$ cat config.mk
export PLATFORM = sky130hd
export DESIGN_NAME = rename_core
export DESIGN_NICKNAME = d
export VERILOG_FILES = /design/src/hw/rename_pkg.sv /design/src/hw/rob_pkg.sv /design/src/hw/ring_queue.sv /design/src/hw/init_counter.sv /design/src/hw/rename_control.sv /design/src/hw/map_table.sv /design/src/hw/reorder_buffer.sv /design/src/hw/rename_core.sv
export VERILOG_INCLUDE_DIRS = /design/src /design/src/hw
export SDC_FILE = /design/constraint.sdc
export NUM_CORES = 1
export LEC_CHECK = 0
export ABC_AREA = 0
export BUFFER_PORTS_ARGS = -buffer_cell sky130_fd_sc_hd__buf_2
export CORE_ASPECT_RATIO = 2
export CORE_UTILIZATION = 40
export DETAILED_ROUTE_END_ITERATION = 8
export PLACE_DENSITY = 0.6
export SLEW_MARGIN = 25
export SYNTH_ARGS = -nofsm -noshare
export SYNTH_HDL_FRONTEND = slang
export SYNTH_SLANG_ARGS = --single-unit
$ cat constraint.sdc
create_clock -name clock -period 3.8 [get_ports clock]
set_input_delay 0.19 -clock clock [delete_from_list [all_inputs] [get_ports clock]]
set_output_delay 0.19 -clock clock [all_outputs]
set_load 0.1 [all_outputs]
$ cat src/hw/rename_settings.svh
`ifndef RENAME_SETTINGS_SVH
`define RENAME_SETTINGS_SVH

////////////////////////////////////////////////////////////////////////////
// register counts
////////////////////////////////////////////////////////////////////////////

`define ARCH_REGS 32   // architectural registers seen by the front end
`define PHYS_REGS 64   // physical registers behind the map

////////////////////////////////////////////////////////////////////////////
// queue depths
////////////////////////////////////////////////////////////////////////////

// reorder buffer slots and the credit pool of the front end
`define ROB_DEPTH 16

// every physical register not mapped at reset starts out free
`define FREE_DEPTH (`PHYS_REGS - `ARCH_REGS)

`endif

$ cat src/hw/rename_pkg.sv
`include "rename_settings.svh"

package rename_pkg;

    // architectural register number r0 .. r31
    typedef logic [$clog2(`ARCH_REGS)-1:0] arch_reg_t;

    // physical register number p0 .. p63
    // p0 .. p31 hold the reset mapping
    // p32 .. p63 seed the free list
    typedef logic [$clog2(`PHYS_REGS)-1:0] phys_reg_t;

    // reorder buffer slot
    // also the tag that a completion carries back
    typedef logic [$clog2(`ROB_DEPTH)-1:0] rob_index_t;

endpackage

$ cat src/hw/rob_pkg.sv
package rob_pkg;

    import rename_pkg::*;

    ////////////////////////////////////////////////////////////////////////
    // reorder buffer entry
    ////////////////////////////////////////////////////////////////////////

    // one slot per dispatched instruction, written in order
    // and read back at retire
    typedef struct packed {
        logic      has_dest;   // instruction writes a register
        arch_reg_t dest_arch;  // architectural destination
        phys_reg_t new_pr;     // register given out at dispatch
        phys_reg_t old_pr;     // previous mapping, freed at retire
    } rob_entry_t;

endpackage

$ cat src/hw/ring_queue.sv
`timescale 1ns/1ns

module ring_queue #(
    parameter type payload_t = logic,
    parameter int  DEPTH     = 16,
    localparam int IDX_W     = $clog2(DEPTH)
) (
    input  logic             clock,
    input  logic             reset,
    input  logic             push,
    input  payload_t         push_data,
    input  logic             pop,
    output payload_t         head_data,
    output logic [IDX_W-1:0] tail_idx,
    output logic [IDX_W-1:0] head_idx,
    output logic             empty,
    output logic             full
);

    localparam logic [IDX_W-1:0] LAST_IDX = IDX_W'(DEPTH - 1);

    payload_t                 mem [DEPTH];  // entry storage
    logic [IDX_W-1:0]         head;         // oldest entry
    logic [IDX_W-1:0]         tail;         // next write slot
    logic [$clog2(DEPTH+1)-1:0] count;      // entries held

    ////////////////////////////////////////////////////////////////////////
    // pointers and occupancy
    ////////////////////////////////////////////////////////////////////////

    always_ff @(posedge clock) begin
        if (reset) begin
            head  <= '0;
            tail  <= '0;
            count <= '0;
        end else begin
            if (push)
                tail <= (tail == LAST_IDX) ? '0 : tail + 1'b1;  // wrap at depth
            if (pop)
                head <= (head == LAST_IDX) ? '0 : head + 1'b1;
            case ({push, pop})
                2'b10:   count <= count + 1'b1;
                2'b01:   count <= count - 1'b1;
                default: count <= count;  // both or neither
            endcase
        end
    end

    // storage write
    always_ff @(posedge clock) begin
        if (push)
            mem[tail] <= push_data;
    end

    assign head_data = mem[head];  // first word fall through
    assign tail_idx  = tail;
    assign head_idx  = head;
    assign empty     = (count == 0);
    assign full      = (count == DEPTH);

    // overflow and underflow guards
    no_push_when_full : assert property (
        @(posedge clock) disable iff (reset) push |-> !full
    ) else $error("ring_queue: push into a full queue");

    no_pop_when_empty : assert property (
        @(posedge clock) disable iff (reset) pop |-> !empty
    ) else $error("ring_queue: pop from an empty queue");

endmodule

$ cat src/hw/init_counter.sv
`timescale 1ns/1ns
`include "rename_settings.svh"

module init_counter
    import rename_pkg::*;
(
    input  logic      clock,
    input  logic      reset,
    input  logic      enable,
    output phys_reg_t index,
    output logic      last
);

    localparam phys_reg_t FIRST_FREE = phys_reg_t'(`ARCH_REGS);      // first unmapped reg
    localparam phys_reg_t FINAL_FREE = phys_reg_t'(`PHYS_REGS - 1);  // top of the file

    phys_reg_t count;

    // walks p32 .. p63, one per enabled cycle
    always_ff @(posedge clock) begin
        if (reset)
            count <= FIRST_FREE;
        else if (enable && !last)
            count <= count + 1'b1;  // holds on the final index
    end

    assign index = count;
    assign last  = (count == FINAL_FREE);  // final push this cycle

endmodule

$ cat src/hw/rename_control.sv
`timescale 1ns/1ns

module rename_control
    import rename_pkg::*;
(
    input  logic      clock,
    input  logic      reset,
    input  logic      init_last,
    input  logic      retire_valid,
    input  logic      retire_has_dest,
    input  phys_reg_t retire_old_pr,
    input  phys_reg_t init_index,
    output logic      init_enable,
    output logic      fl_push,
    output phys_reg_t fl_push_data,
    output logic      ready,
    output logic      credit_return
);

    typedef enum logic {
        INIT,  // seeding the free list
        RUN    // dispatch open
    } state_t;

    state_t state;

    always_ff @(posedge clock) begin
        if (reset)
            state <= INIT;
        else if (state == INIT && init_last)
            state <= RUN;  // last seed pushed this edge
    end

    // free list push source
    // the counter in INIT and the retiring old register in RUN
    always_comb begin
        init_enable  = (state == INIT);
        fl_push      = (state == INIT) ? 1'b1 : (retire_valid && retire_has_dest);
        fl_push_data = (state == INIT) ? init_index : retire_old_pr;
    end

    assign ready         = (state == RUN);
    assign credit_return = (state == RUN) && retire_valid;  // one slot back per retire

    run_is_final : assert property (
        @(posedge clock) disable iff (reset) state == RUN |=> state == RUN
    ) else $error("rename_control: left RUN without reset");

    // buffer stays empty until dispatch opens
    no_retire_in_init : assert property (
        @(posedge clock) disable iff (reset) retire_valid |-> state == RUN
    ) else $error("rename_control: retire during init");

endmodule

$ cat src/hw/map_table.sv
`timescale 1ns/1ns
`include "rename_settings.svh"

module map_table
    import rename_pkg::*;
(
    input  logic      clock,
    input  logic      reset,
    input  logic      dispatch_valid,
    input  arch_reg_t src1_arch,
    input  arch_reg_t src2_arch,
    input  logic      has_dest,
    input  arch_reg_t dest_arch,
    input  phys_reg_t new_pr,
    output logic      rename_valid,
    output phys_reg_t src1_pr,
    output phys_reg_t src2_pr,
    output logic      src1_ready,
    output logic      src2_ready,
    output phys_reg_t dest_pr,
    output phys_reg_t old_pr,
    input  logic      set_ready_valid,
    input  phys_reg_t set_ready_pr
);

    phys_reg_t              map_q [`ARCH_REGS];  // speculative arch to phys map
    logic [`PHYS_REGS-1:0]  ready_q;             // value present per phys reg

    ////////////////////////////////////////////////////////////////////////
    // map and ready bits
    ////////////////////////////////////////////////////////////////////////

    always_ff @(posedge clock) begin
        if (reset) begin
            for (int i = 0; i < `ARCH_REGS; i++)
                map_q[i] <= phys_reg_t'(i);  // identity mapping
            ready_q <= '1;                   // every value present
        end else begin
            if (set_ready_valid)
                ready_q[set_ready_pr] <= 1'b1;  // completion broadcast
            if (dispatch_valid && has_dest) begin
                map_q[dest_arch] <= new_pr;
                ready_q[new_pr]  <= 1'b0;       // not yet written
            end
        end
    end

    ////////////////////////////////////////////////////////////////////////
    // rename outputs one cycle after dispatch
    ////////////////////////////////////////////////////////////////////////

    always_ff @(posedge clock) begin
        if (reset)
            rename_valid <= 1'b0;
        else
            rename_valid <= dispatch_valid;
    end

    // lookups read the map before this dispatch's own write
    // ready bits are the pre-edge values with no completion bypass
    always_ff @(posedge clock) begin
        if (dispatch_valid) begin
            src1_pr    <= map_q[src1_arch];
            src2_pr    <= map_q[src2_arch];
            src1_ready <= ready_q[map_q[src1_arch]];
            src2_ready <= ready_q[map_q[src2_arch]];
            dest_pr    <= new_pr;
            old_pr     <= map_q[dest_arch];  // freed when this entry retires
        end
    end

endmodule

$ cat src/hw/reorder_buffer.sv
`timescale 1ns/1ns
`include "rename_settings.svh"

module reorder_buffer
    import rename_pkg::*;
    import rob_pkg::*;
(
    input  logic       clock,
    input  logic       reset,
    input  logic       dispatch_valid,
    input  logic       has_dest,
    input  arch_reg_t  dest_arch,
    input  phys_reg_t  new_pr,
    input  phys_reg_t  old_pr,
    output rob_index_t rob_idx,
    input  logic       complete_valid,
    input  rob_index_t complete_rob_idx,
    output logic       complete_pr_valid,
    output phys_reg_t  complete_pr,
    output logic       retire_valid,
    output logic       retire_has_dest,
    output arch_reg_t  retire_arch,
    output phys_reg_t  retire_new_pr,
    output phys_reg_t  retire_old_pr
);

    // dispatch fields wait one cycle for old_pr from the map
    logic       stage_valid;
    logic       stage_has_dest;
    arch_reg_t  stage_arch;
    phys_reg_t  stage_new_pr;
    rob_entry_t push_entry;
    rob_entry_t head_entry;
    rob_index_t tail_idx;
    rob_index_t head_idx;
    rob_index_t wr_slot;   // slot of the dispatch at this edge
    logic       empty;

    logic                  dest_valid_q [`ROB_DEPTH];  // side copy for completion lookup
    phys_reg_t             dest_pr_q    [`ROB_DEPTH];
    logic [`ROB_DEPTH-1:0] done_q;

    assign wr_slot = tail_idx + rob_index_t'(stage_valid);  // skip a pending push

    always_ff @(posedge clock) begin
        if (reset)
            stage_valid <= 1'b0;
        else
            stage_valid <= dispatch_valid;
    end

    always_ff @(posedge clock) begin
        if (dispatch_valid) begin
            stage_has_dest        <= has_dest;
            stage_arch            <= dest_arch;
            stage_new_pr          <= new_pr;
            dest_valid_q[wr_slot] <= has_dest;
            dest_pr_q[wr_slot]    <= new_pr;
            rob_idx               <= wr_slot;  // shown with the rename outputs
        end
    end

    always_comb begin
        push_entry.has_dest  = stage_has_dest;
        push_entry.dest_arch = stage_arch;
        push_entry.new_pr    = stage_new_pr;
        push_entry.old_pr    = old_pr;  // registered by the map this cycle
    end

    ring_queue #(
        .payload_t (rob_entry_t),
        .DEPTH     (`ROB_DEPTH)
    ) entry_queue (
        .clock     (clock),
        .reset     (reset),
        .push      (stage_valid),
        .push_data (push_entry),
        .pop       (retire_valid),
        .head_data (head_entry),
        .tail_idx  (tail_idx),
        .head_idx  (head_idx),
        .empty     (empty),
        .full      ()
    );

    ////////////////////////////////////////////////////////////////////////
    // completion and retire
    ////////////////////////////////////////////////////////////////////////

    always_ff @(posedge clock) begin
        if (reset) begin
            done_q <= '0;
        end else begin
            if (complete_valid)
                done_q[complete_rob_idx] <= 1'b1;
            if (retire_valid)
                done_q[head_idx] <= 1'b0;  // slot free for reuse
        end
    end

    assign complete_pr_valid = complete_valid && dest_valid_q[complete_rob_idx];
    assign complete_pr       = dest_pr_q[complete_rob_idx];

    assign retire_valid    = !empty && done_q[head_idx];  // in order, head only
    assign retire_has_dest = head_entry.has_dest;
    assign retire_arch     = head_entry.dest_arch;
    assign retire_new_pr   = head_entry.new_pr;
    assign retire_old_pr   = head_entry.old_pr;

    single_completion : assert property (
        @(posedge clock) disable iff (reset) complete_valid |-> !done_q[complete_rob_idx]
    ) else $error("reorder_buffer: completion of a slot already done");

endmodule

$ cat src/hw/rename_core.sv
`timescale 1ns/1ns
`include "rename_settings.svh"

module rename_core
    import rename_pkg::*;
(
    input  logic       clock,
    input  logic       reset,
    output logic       ready,
    input  logic       dispatch_valid,
    input  arch_reg_t  src1_arch,
    input  arch_reg_t  src2_arch,
    input  logic       has_dest,
    input  arch_reg_t  dest_arch,
    output logic       rename_valid,
    output phys_reg_t  src1_pr,
    output phys_reg_t  src2_pr,
    output logic       src1_ready,
    output logic       src2_ready,
    output phys_reg_t  dest_pr,
    output phys_reg_t  old_pr,
    output rob_index_t rename_rob_idx,
    input  logic       complete_valid,
    input  rob_index_t complete_rob_idx,
    output logic       retire_valid,
    output logic       retire_has_dest,
    output arch_reg_t  retire_arch,
    output phys_reg_t  retire_new_pr,
    output phys_reg_t  retire_old_pr,
    output logic       credit_return
);

    logic      init_enable;
    logic      init_last;
    phys_reg_t init_index;
    logic      fl_push;
    phys_reg_t fl_push_data;
    logic      fl_pop;
    phys_reg_t fl_head;            // next register to hand out
    logic      complete_pr_valid;
    phys_reg_t complete_pr;

    assign fl_pop = dispatch_valid && has_dest;  // only writers consume a register

    ////////////////////////////////////////////////////////////////////////
    // control and free list
    ////////////////////////////////////////////////////////////////////////

    init_counter init_counter_i (
        .clock  (clock),
        .reset  (reset),
        .enable (init_enable),
        .index  (init_index),
        .last   (init_last)
    );

    rename_control rename_control_i (
        .clock           (clock),
        .reset           (reset),
        .init_last       (init_last),
        .retire_valid    (retire_valid),
        .retire_has_dest (retire_has_dest),
        .retire_old_pr   (retire_old_pr),
        .init_index      (init_index),
        .init_enable     (init_enable),
        .fl_push         (fl_push),
        .fl_push_data    (fl_push_data),
        .ready           (ready),
        .credit_return   (credit_return)
    );

    // twice the buffer depth so it never runs dry
    ring_queue #(
        .payload_t (phys_reg_t),
        .DEPTH     (`FREE_DEPTH)
    ) free_list_i (
        .clock     (clock),
        .reset     (reset),
        .push      (fl_push),
        .push_data (fl_push_data),
        .pop       (fl_pop),
        .head_data (fl_head),
        .tail_idx  (),
        .head_idx  (),
        .empty     (),
        .full      ()
    );

    ////////////////////////////////////////////////////////////////////////
    // rename and reorder
    ////////////////////////////////////////////////////////////////////////

    map_table map_table_i (
        .clock           (clock),
        .reset           (reset),
        .dispatch_valid  (dispatch_valid),
        .src1_arch       (src1_arch),
        .src2_arch       (src2_arch),
        .has_dest        (has_dest),
        .dest_arch       (dest_arch),
        .new_pr          (fl_head),
        .rename_valid    (rename_valid),
        .src1_pr         (src1_pr),
        .src2_pr         (src2_pr),
        .src1_ready      (src1_ready),
        .src2_ready      (src2_ready),
        .dest_pr         (dest_pr),
        .old_pr          (old_pr),
        .set_ready_valid (complete_pr_valid),
        .set_ready_pr    (complete_pr)
    );

    reorder_buffer reorder_buffer_i (
        .clock             (clock),
        .reset             (reset),
        .dispatch_valid    (dispatch_valid),
        .has_dest          (has_dest),
        .dest_arch         (dest_arch),
        .new_pr            (fl_head),
        .old_pr            (old_pr),
        .rob_idx           (rename_rob_idx),
        .complete_valid    (complete_valid),
        .complete_rob_idx  (complete_rob_idx),
        .complete_pr_valid (complete_pr_valid),
        .complete_pr       (complete_pr),
        .retire_valid      (retire_valid),
        .retire_has_dest   (retire_has_dest),
        .retire_arch       (retire_arch),
        .retire_new_pr     (retire_new_pr),
        .retire_old_pr     (retire_old_pr)
    );

endmodule

==> results of run 1 <==
layout make-up:
type                    instances  area share, %
flip-flops and latches        940           57.2
multi-input cells            1449           30.3
clock buffers                  98           4.38
well taps                    1360           3.60
repair buffers                200           3.03
clock inverters                46           1.24
inverters                      26          0.206
diodes                          4         0.0212
registers in the layout, indices dropped and copies added (netlist names), 4 cells and up, named ones only:
register and flops:
reorder_buffer_i.dest_pr_q 96, reorder_buffer_i.entry_queue.tail_idx 4, map_table_i.dest_pr 6, reorder_buffer_i.done_q 16, reorder_buffer_i.dest_valid_q 16, map_table_i.ready_q 64, map_table_i.old_pr 6, reorder_buffer_i.entry_queue.head_idx 4
reorder_buffer_i.stage_arch 5, free_list_i.mem 192, map_table_i.src2_pr 6, map_table_i.map_q 192, reorder_buffer_i.entry_queue.count 5, map_table_i.src1_pr 6, free_list_i.head_idx 5, init_counter_i.index 6
reorder_buffer_i.rob_idx 4, free_list_i.tail_idx 5, reorder_buffer_i.entry_queue.mem 288
logic make-up (layout without fill, tap and decap cells):
group	after synthesis	in the layout	share of synthesized area, %
buffers and inverters	209	370	2.36
flip-flops	940	940	63.9
multiplexers	447	447	20.1
AO/OA/AOI/OAI	253	253	4.77
XOR/XNOR	15	15	0.311
other	0	4	0
adder cells (fa/ha/maj)	22	22	0.651
AND/OR/NAND/NOR	712	712	7.92
cell usage after synthesis (all sizes together), types with 14 or more instances:
cell type	instances
nor3	19
mux2i	104
o21ai	14
o32a	63
nand4	18
mux2	29
nor2	304
ha	22
mux4	314
nand2	144
a22oi	49
inv	25
dfxtp	120
a21oi	33
nor2b	19
nand2b	47
nand3	55
a211oi	14
edfxtp	820
clkbuf	109
and2	28
buf	74
report_power, final:
part	total (mW)	internal (mW)	switching (mW)
clock	8.46	4.63	3.83
combinational	2.21	0.670	1.54
sequential	11.7	11.4	0.209
routing by layer:
layer	up-vias	global-route usage (%)	wire (um)
met5	-	0	46
met4	8	18.3	11100
met3	405	3.41	6220
met2	1091	47.5	73700
met1	13039	24.5	41800
li1	10589	-	-
through the flow:
step                util [%]  worst slack [ps]  hold WS [ps]  instance area, um2
floorplan                  -              96.2           289               42300
global placement        42.6              87.1           452               44600
detailed placement      42.6              93.6           483               44600
CTS                     45.1               113          2.40               47300
global route            45.1              46.0           102               47300
finish                  45.2               165          48.9               47300
worst max-delay path: cells and delay by family, from the launching register on:
family / cells / cell delay, ps
AO/OA/AOI/OAI: 1 / 250
buffers and inverters: 2 / 800
flip-flops: 1 / 440
multiplexers: 3 / 1350
AND/OR/NAND/NOR: 2 / 710
worst paths after layout:
| kind | to | depth (start not counted) | from |
|---|---|---|---|
| setup / recovery | map_table_i.ready_q[63] | 8 | register |
| hold / removal | reorder_buffer_i.done_q[15] | 3 | complete_rob_idx[3] |
| setup reg to reg | map_table_i.ready_q[63] | 8 | register |
| hold reg to reg | register | 2 | free_list_i.head_idx[4] |
==> run summary, run 1 <==
Run status -> finished clean
Number of iterations in the first detailed-routing pass -> 5
Maximum VDD drop -> 0.000269 V
Most common cell type on the critical path -> sky130_fd_sc_hd__mux4_2
Setup repair bufs after CTS -> 0
Top flip-flop cell by instance count after synthesis -> sky130_fd_sc_hd__edfxtp_1
CTS tree -> built
Crit start category -> register
Final setup violation count -> 0
Port Buf Inserts -> 75
Number of instances in the synthesized netlist -> 2598
Clock Tree Buf Depth -> 3
Number of buffers added to fix hold violations after cts -> 5
Initial core utilization -> 40.4%
Half-perimeter wire length of the detailed placement result -> 96400 um
Final worst-path cycle share -> 95.7%
Post-route clock skew -> 33.7 ps
Number of synthesized flops with an enable pin -> 820
Final Net Count -> 2742
Overall routing resource usage -> 25.1%
Gpl congestion -> 1.01
Count of non-filler cells in the finished layout -> 4123
Netlist area before placement -> 42300 um2
Max-cap violations -> 0
RSZ-0062 raised after global routing -> no
Number of library cell types mapped by synthesis -> 80
Clk_lat worst skew -> 690 ps
Violation count after the first detailed-route iteration -> 2233
Delay of the slowest cell on the worst path -> 550 ps
Number of H-tree levels -> 3
Buffer type at the clock tree root -> sky130_fd_sc_hd__clkbuf_16
Asr flop ratio synth -> 0%
Signal arrival time at the worst endpoint -> 4260 ps
Vias per Instance -> 6.10
Register area -> 27000 um2
Via count of the routed design -> 25.1k
Top-area cell type share of the netlist area -> 58.2%
Maximum clock rate -> 275 MHz
P per Cell Area -> 472 nW/um2
Inst Count DP -> 3970
Clock buffer count from CTS -> 79
Fraction of layout cells with a size suffix above 1 -> 25.4%
Number of synthesis warnings -> 0
Path type of the worst min-delay path -> primary input to register
Critical Path Fanout Max -> 33
Minimum setup slack among reg-to-reg paths -> 160 ps
Most common cell after layout, fill and taps aside -> sky130_fd_sc_hd__edfxtp_1
Post-synthesis average cell area -> 16.3 um2
Flip-flop and latch count after synthesis -> 940
Worst path required time -> 4420 ps
Pin count of the biggest net entering global routing -> 45
Number of sinks driven by the clock tree -> 940
Fill cell count -> 9009
Worst Max-Slew Pin Slew -> 1090 ps
Final count of pins violating max slew -> 0
Number of resized instances in the post-cts repair step -> 0
Static Leakage -> 14.9 nW
Cells taking the most area after synthesis -> sky130_fd_sc_hd__edfxtp_1, sky130_fd_sc_hd__mux4_2, sky130_fd_sc_hd__dfxtp_1, sky130_fd_sc_hd__nor2_1, sky130_fd_sc_hd__mux2i_1
Remaining DRCs -> 0
Die W -> 232 um
Wire length reported by the detailed router -> 133000 um
Remaining global-route overflow -> 0
Critical Path Slowest Stage Cell -> sky130_fd_sc_hd__mux4_2
Global-route wire length before repair -> 188000 um
Area enclosed by the die boundary -> 107000 um2
Critical path cell sequence -> buf_12 -> mux4_2 -> mux4_2 -> mux2i_4 -> buf_4 -> nor3_1 -> nand2_1 -> o32a_1
Cell Rows -> 168
Final antenna-violating net count -> 0
Placeable core region -> 105000 um2
Net count of the mapped netlist -> 2644
Antenna violations before repair -> 7
Commonest cells after routing, fill and taps aside -> sky130_fd_sc_hd__edfxtp_1, sky130_fd_sc_hd__mux4_2, sky130_fd_sc_hd__nor2_1
Routed length per placed instance -> 32.2 um
Crit path kind -> register to register
Tot Pwr -> 22.3 mW
Sequential-to-total area share from yosys stat -> 63.9%
Final-layout setup total negative slack -> 0 ps
Height of the die -> 462 um
Min cycle time layout -> 3640 ps
Synth area leader -> sky130_fd_sc_hd__edfxtp_1
Type of element capturing the critical path -> register
Area of the multi-input gates -> 14300 um2
Number of I/O pins -> 76
Final hold viol count -> 0
Relative slew slack -> 27.0%
Clock edge transition at the registers on the reported setup and hold paths -> 70 ps
Number of global-route vias before repair -> 25.9k
Post-synthesis to final-layout area growth -> 11.8%
Power figures use the tool's default switching activity.
==> run 2, diff against run 1 <==
--- a/config.mk
+++ b/config.mk
@@ -6,7 +6,7 @@
 export SDC_FILE = /design/constraint.sdc
 export NUM_CORES = 1
 export LEC_CHECK = 0
-export ABC_AREA = 0
+export ABC_AREA = 1
 export BUFFER_PORTS_ARGS = -buffer_cell sky130_fd_sc_hd__buf_2
 export CORE_ASPECT_RATIO = 2
 export CORE_UTILIZATION = 40
==> run 2 against run 1 <==
  * Clock skew up 13 ps
  * Non-clock buffer count is 4 lower
  * Routed wire length grew 12%
  * Critical path type is now register to output pin
  * First-iteration DRC count grew 40%
  * Global-route usage rose by 1.3 points
  * Total power rose by 4.9%
  * Worst setup slack improved by 280 ps
  * Count of clock-buffer cells in the layout up 10
  * Hold slack gained 18 ps
  * Largest cell class unchanged
==> run summary, run 2 <==
Number of global-route vias before repair -> 33.4k (+29%)
Via count of the routed design -> 33.6k (+34%)
Placeable core region -> 109000 um2 (+3.8%)
Path type of the worst min-delay path -> primary input to register
Worst Max-Slew Pin Slew -> 1080 ps (-14.6 ps)
Fill cell count -> 10.3k (+15%)
Final hold viol count -> 0 (unchanged)
Final Net Count -> 4442 (+62%)
Area enclosed by the die boundary -> 111000 um2 (+4.0%)
Synth area leader -> sky130_fd_sc_hd__edfxtp_1
Most common cell after layout, fill and taps aside -> sky130_fd_sc_hd__edfxtp_1
Number of synthesis warnings -> 0 (unchanged)
Top cells by count, synth -> sky130_fd_sc_hd__edfxtp_1, sky130_fd_sc_hd__nand2_1, sky130_fd_sc_hd__nand3_1
Top-area cell type share of the netlist area -> 56.0% (-2.2 points)
Number of flip-flops in the largest register -> 288 (unchanged)
Min cycle time layout -> 3350 ps (-282 ps)
Number of instances on the worst hold path -> 5 (+2)
Run status -> finished clean
Violation count after the first detailed-route iteration -> 3125 (+40%)
Clk_lat worst skew -> 720 ps (+30 ps)
Clock edge transition at the registers on the reported setup and hold paths -> 70 ps (about the same)
Critical Path Fanout Max -> 87 (+160%)
Hold Worst Slack -> 66.6 ps (+17.7 ps)
Vias per Instance -> 5.75 (-5.7%)
Post-route clock skew -> 46.8 ps (+13.1 ps)
Wire length reported by the detailed router -> 149000 um (+12%)
Clock buffer count from CTS -> 85 (+7.6%)
Relative slew slack -> 28.0% (+0.98 points)
Maximum VDD drop -> 0.000386 V (+44%)
Number of I/O pins -> 76 (unchanged)
R2r worst-path depth -> 12 (+4)
Number of resized instances in the post-cts repair step -> 0 (unchanged)
Routed length per placed instance -> 25.5 um (-21%)
P per Cell Area -> 480 nW/um2 (+1.5%)
Buffer type at the clock tree root -> sky130_fd_sc_hd__clkbuf_16
Pin count of the biggest net entering global routing -> 115 (+160%)
Number of iterations in the first detailed-routing pass -> 8 (+3)
Maximum clock rate -> 298 MHz (+8.4%)
Startpoint of the worst-slack reg-to-reg timing path -> reorder_buffer_i.entry_queue.head_idx[0]
Number of sinks driven by the clock tree -> 940 (unchanged)
Max-cap violations -> 0 (unchanged)
Antenna violations before repair -> 5 (-2)
Worst hold start -> dispatch_valid
Final worst-path cycle share -> 88.2% (-7.4 points)
Clock Tree Buf Depth -> 3 (unchanged)
Die W -> 236 um (+2.0%)
Cells taking the most area after synthesis -> sky130_fd_sc_hd__edfxtp_1, sky130_fd_sc_hd__dfxtp_1, sky130_fd_sc_hd__nand2_1, sky130_fd_sc_hd__nand3_1, sky130_fd_sc_hd__o21ai_0
CTS tree -> built
Fraction of layout cells with a size suffix above 1 -> 9.60% (-16 points)
Crit path kind -> register to output pin
Design Area, Final -> 48800 um2 (+3.3%)
Static Leakage -> 17.5 nW (+17%)
Number of synthesized flops with an enable pin -> 820 (unchanged)
Overall routing resource usage -> 26.5% (+1.3 points)
Half-perimeter wire length of the detailed placement result -> 103000 um (+6.7%)
Height of the die -> 471 um (+2.0%)
Number of instances in the synthesized netlist -> 4371 (+68%)
Final setup violation count -> 0 (unchanged)
Signal arrival time at the worst endpoint -> 3160 ps (-1100 ps)
Minimum setup slack among reg-to-reg paths -> 610 ps (+450 ps)
Port Buf Inserts -> 75 (unchanged)
Final-layout setup total negative slack -> 0 ps (unchanged)
Sequential-to-total area share from yosys stat -> 61.5% (-2.4 points)
Gpl congestion -> 1.04 (+3.5%)
Global-route wire length before repair -> 215000 um (+14%)
Top flip-flop cell by instance count after synthesis -> sky130_fd_sc_hd__edfxtp_1
Setup repair bufs after CTS -> 0 (unchanged)
Commonest cells after routing, fill and taps aside -> sky130_fd_sc_hd__edfxtp_1, sky130_fd_sc_hd__nand2_1, sky130_fd_sc_hd__nand3_1
Post-synthesis average cell area -> 10.1 um2 (-38%)
Remaining global-route overflow -> 0 (unchanged)
Destination of the worst hold path -> free_list_i.head_idx[1]
Remaining DRCs -> 0 (unchanged)
Crit start category -> register
Registers with the most flip-flops -> reorder_buffer_i.entry_queue.mem x288, free_list_i.mem x192, map_table_i.map_q x192
RSZ-0062 raised after global routing -> no
Final antenna-violating net count -> 0 (unchanged)
Netlist area before placement -> 44000 um2 (+4.0%)
Post-synthesis to final-layout area growth -> 11.1%
Worst r2r dst -> free_list_i.mem[16][2]
Number of H-tree levels -> 3 (unchanged)
Asr flop ratio synth -> 0% (unchanged)
Initial core utilization -> 40.4% (+0.059 points)
Cell Rows -> 171 (+1.8%)
Type of element capturing the critical path -> output pin
Number of buffers added to fix hold violations after cts -> 8 (+3)
Area after DPL -> 45900 um2 (+3.1%)
Worst path required time -> 3610 ps (-810 ps)
Top reg by flops -> reorder_buffer_i.entry_queue.mem
Leading cell type by number of instances after synthesis -> sky130_fd_sc_hd__edfxtp_1
Net count of the mapped netlist -> 4417 (+67%)
Number of library cell types mapped by synthesis -> 50 (-38%)
Flip-flop and latch count after synthesis -> 940 (unchanged)
Final count of pins violating max slew -> 0 (unchanged)
run 2: changes by cell type after synthesis, moves of 231 or more:
cell	change
sky130_fd_sc_hd__nand2_1	+496
sky130_fd_sc_hd__inv_1	+429
sky130_fd_sc_hd__nand3_1	+410
sky130_fd_sc_hd__o21ai_0	+348
sky130_fd_sc_hd__mux4_2	-314
sky130_fd_sc_hd__a21oi_1	+231
run 2: worst max-delay path: stages (launching register included):
cell and delay, ps:
sky130_fd_sc_hd__dfxtp_4 480, sky130_fd_sc_hd__buf_4 790, sky130_fd_sc_hd__mux2i_1 170, sky130_fd_sc_hd__o211ai_1 210
sky130_fd_sc_hd__o211ai_1 170, sky130_fd_sc_hd__nand2_1 140, sky130_fd_sc_hd__buf_2 430
run 2: routing by layer:
layer	wire (um)	vias up	share of wire, %	track usage [%]
met2	78800	1496	53	49.4
met4	14100	4	9.5	22.3
met5	28	-	0.019	0
li1	-	15420	-	-
met3	8770	575	5.9	4.13
met1	47500	16151	32	25.0
run 2: cells by family after synthesis:
family          Yosys count  share of synthesized area (%)
buf+inv                 747                           6.96
mux                      72                           1.64
fa+ha+maj                22                          0.626
xor+xnor                  7                          0.139
simple gates           1563                           15.6
compound gates         1020                           13.6
flops                   940                           61.5
run 2: worst max-delay path by stage:
stage / startpoint / to
finish: register / retire_new_pr[5]
global route: register / retire_arch[4]
CTS: register / retire_arch[4]
detailed placement: reorder_buffer_i.entry_queue.head_idx[0] / free_list_i.mem[16][3]
global placement: src2_arch[0] / map_table_i.src2_ready
floorplan: register / free_list_i.mem[0][2]
run 2: cell type report:
| cell class | count | area (um2) | area share (%) |
|---|---|---|---|
| antenna | 2 | 5.00 | 0.0103 |
| clock buffer | 108 | 2240 | 4.60 |
| clock inverter | 51 | 548 | 1.12 |
| inverter | 489 | 1840 | 3.77 |
| multi-input combinational | 2684 | 13900 | 28.6 |
| sequential | 940 | 27000 | 55.4 |
| tap | 1384 | 1730 | 3.55 |
| timing repair buffer | 196 | 1470 | 3.00 |
run 2: stage by stage:
step,worst slack (ps),instances,power (mW),util (%)
5_1_grt,273,5854,24.1,44.9
3_5_place_dp,598,5685,14.8,42.3
4_1_cts,395,5852,23.5,44.9
6_report,447,5854,23.4,44.9
2_1_floorplan,455,4371,13.7,-
3_3_place_gp,559,5685,14.8,42.3
run 2: where the power goes:
part	internal, mW	leakage (nW)	switching [mW]
logic	0.632	7.77	2.34
registers	11.5	8.39	0.189
clock network	4.68	1.35	4.07
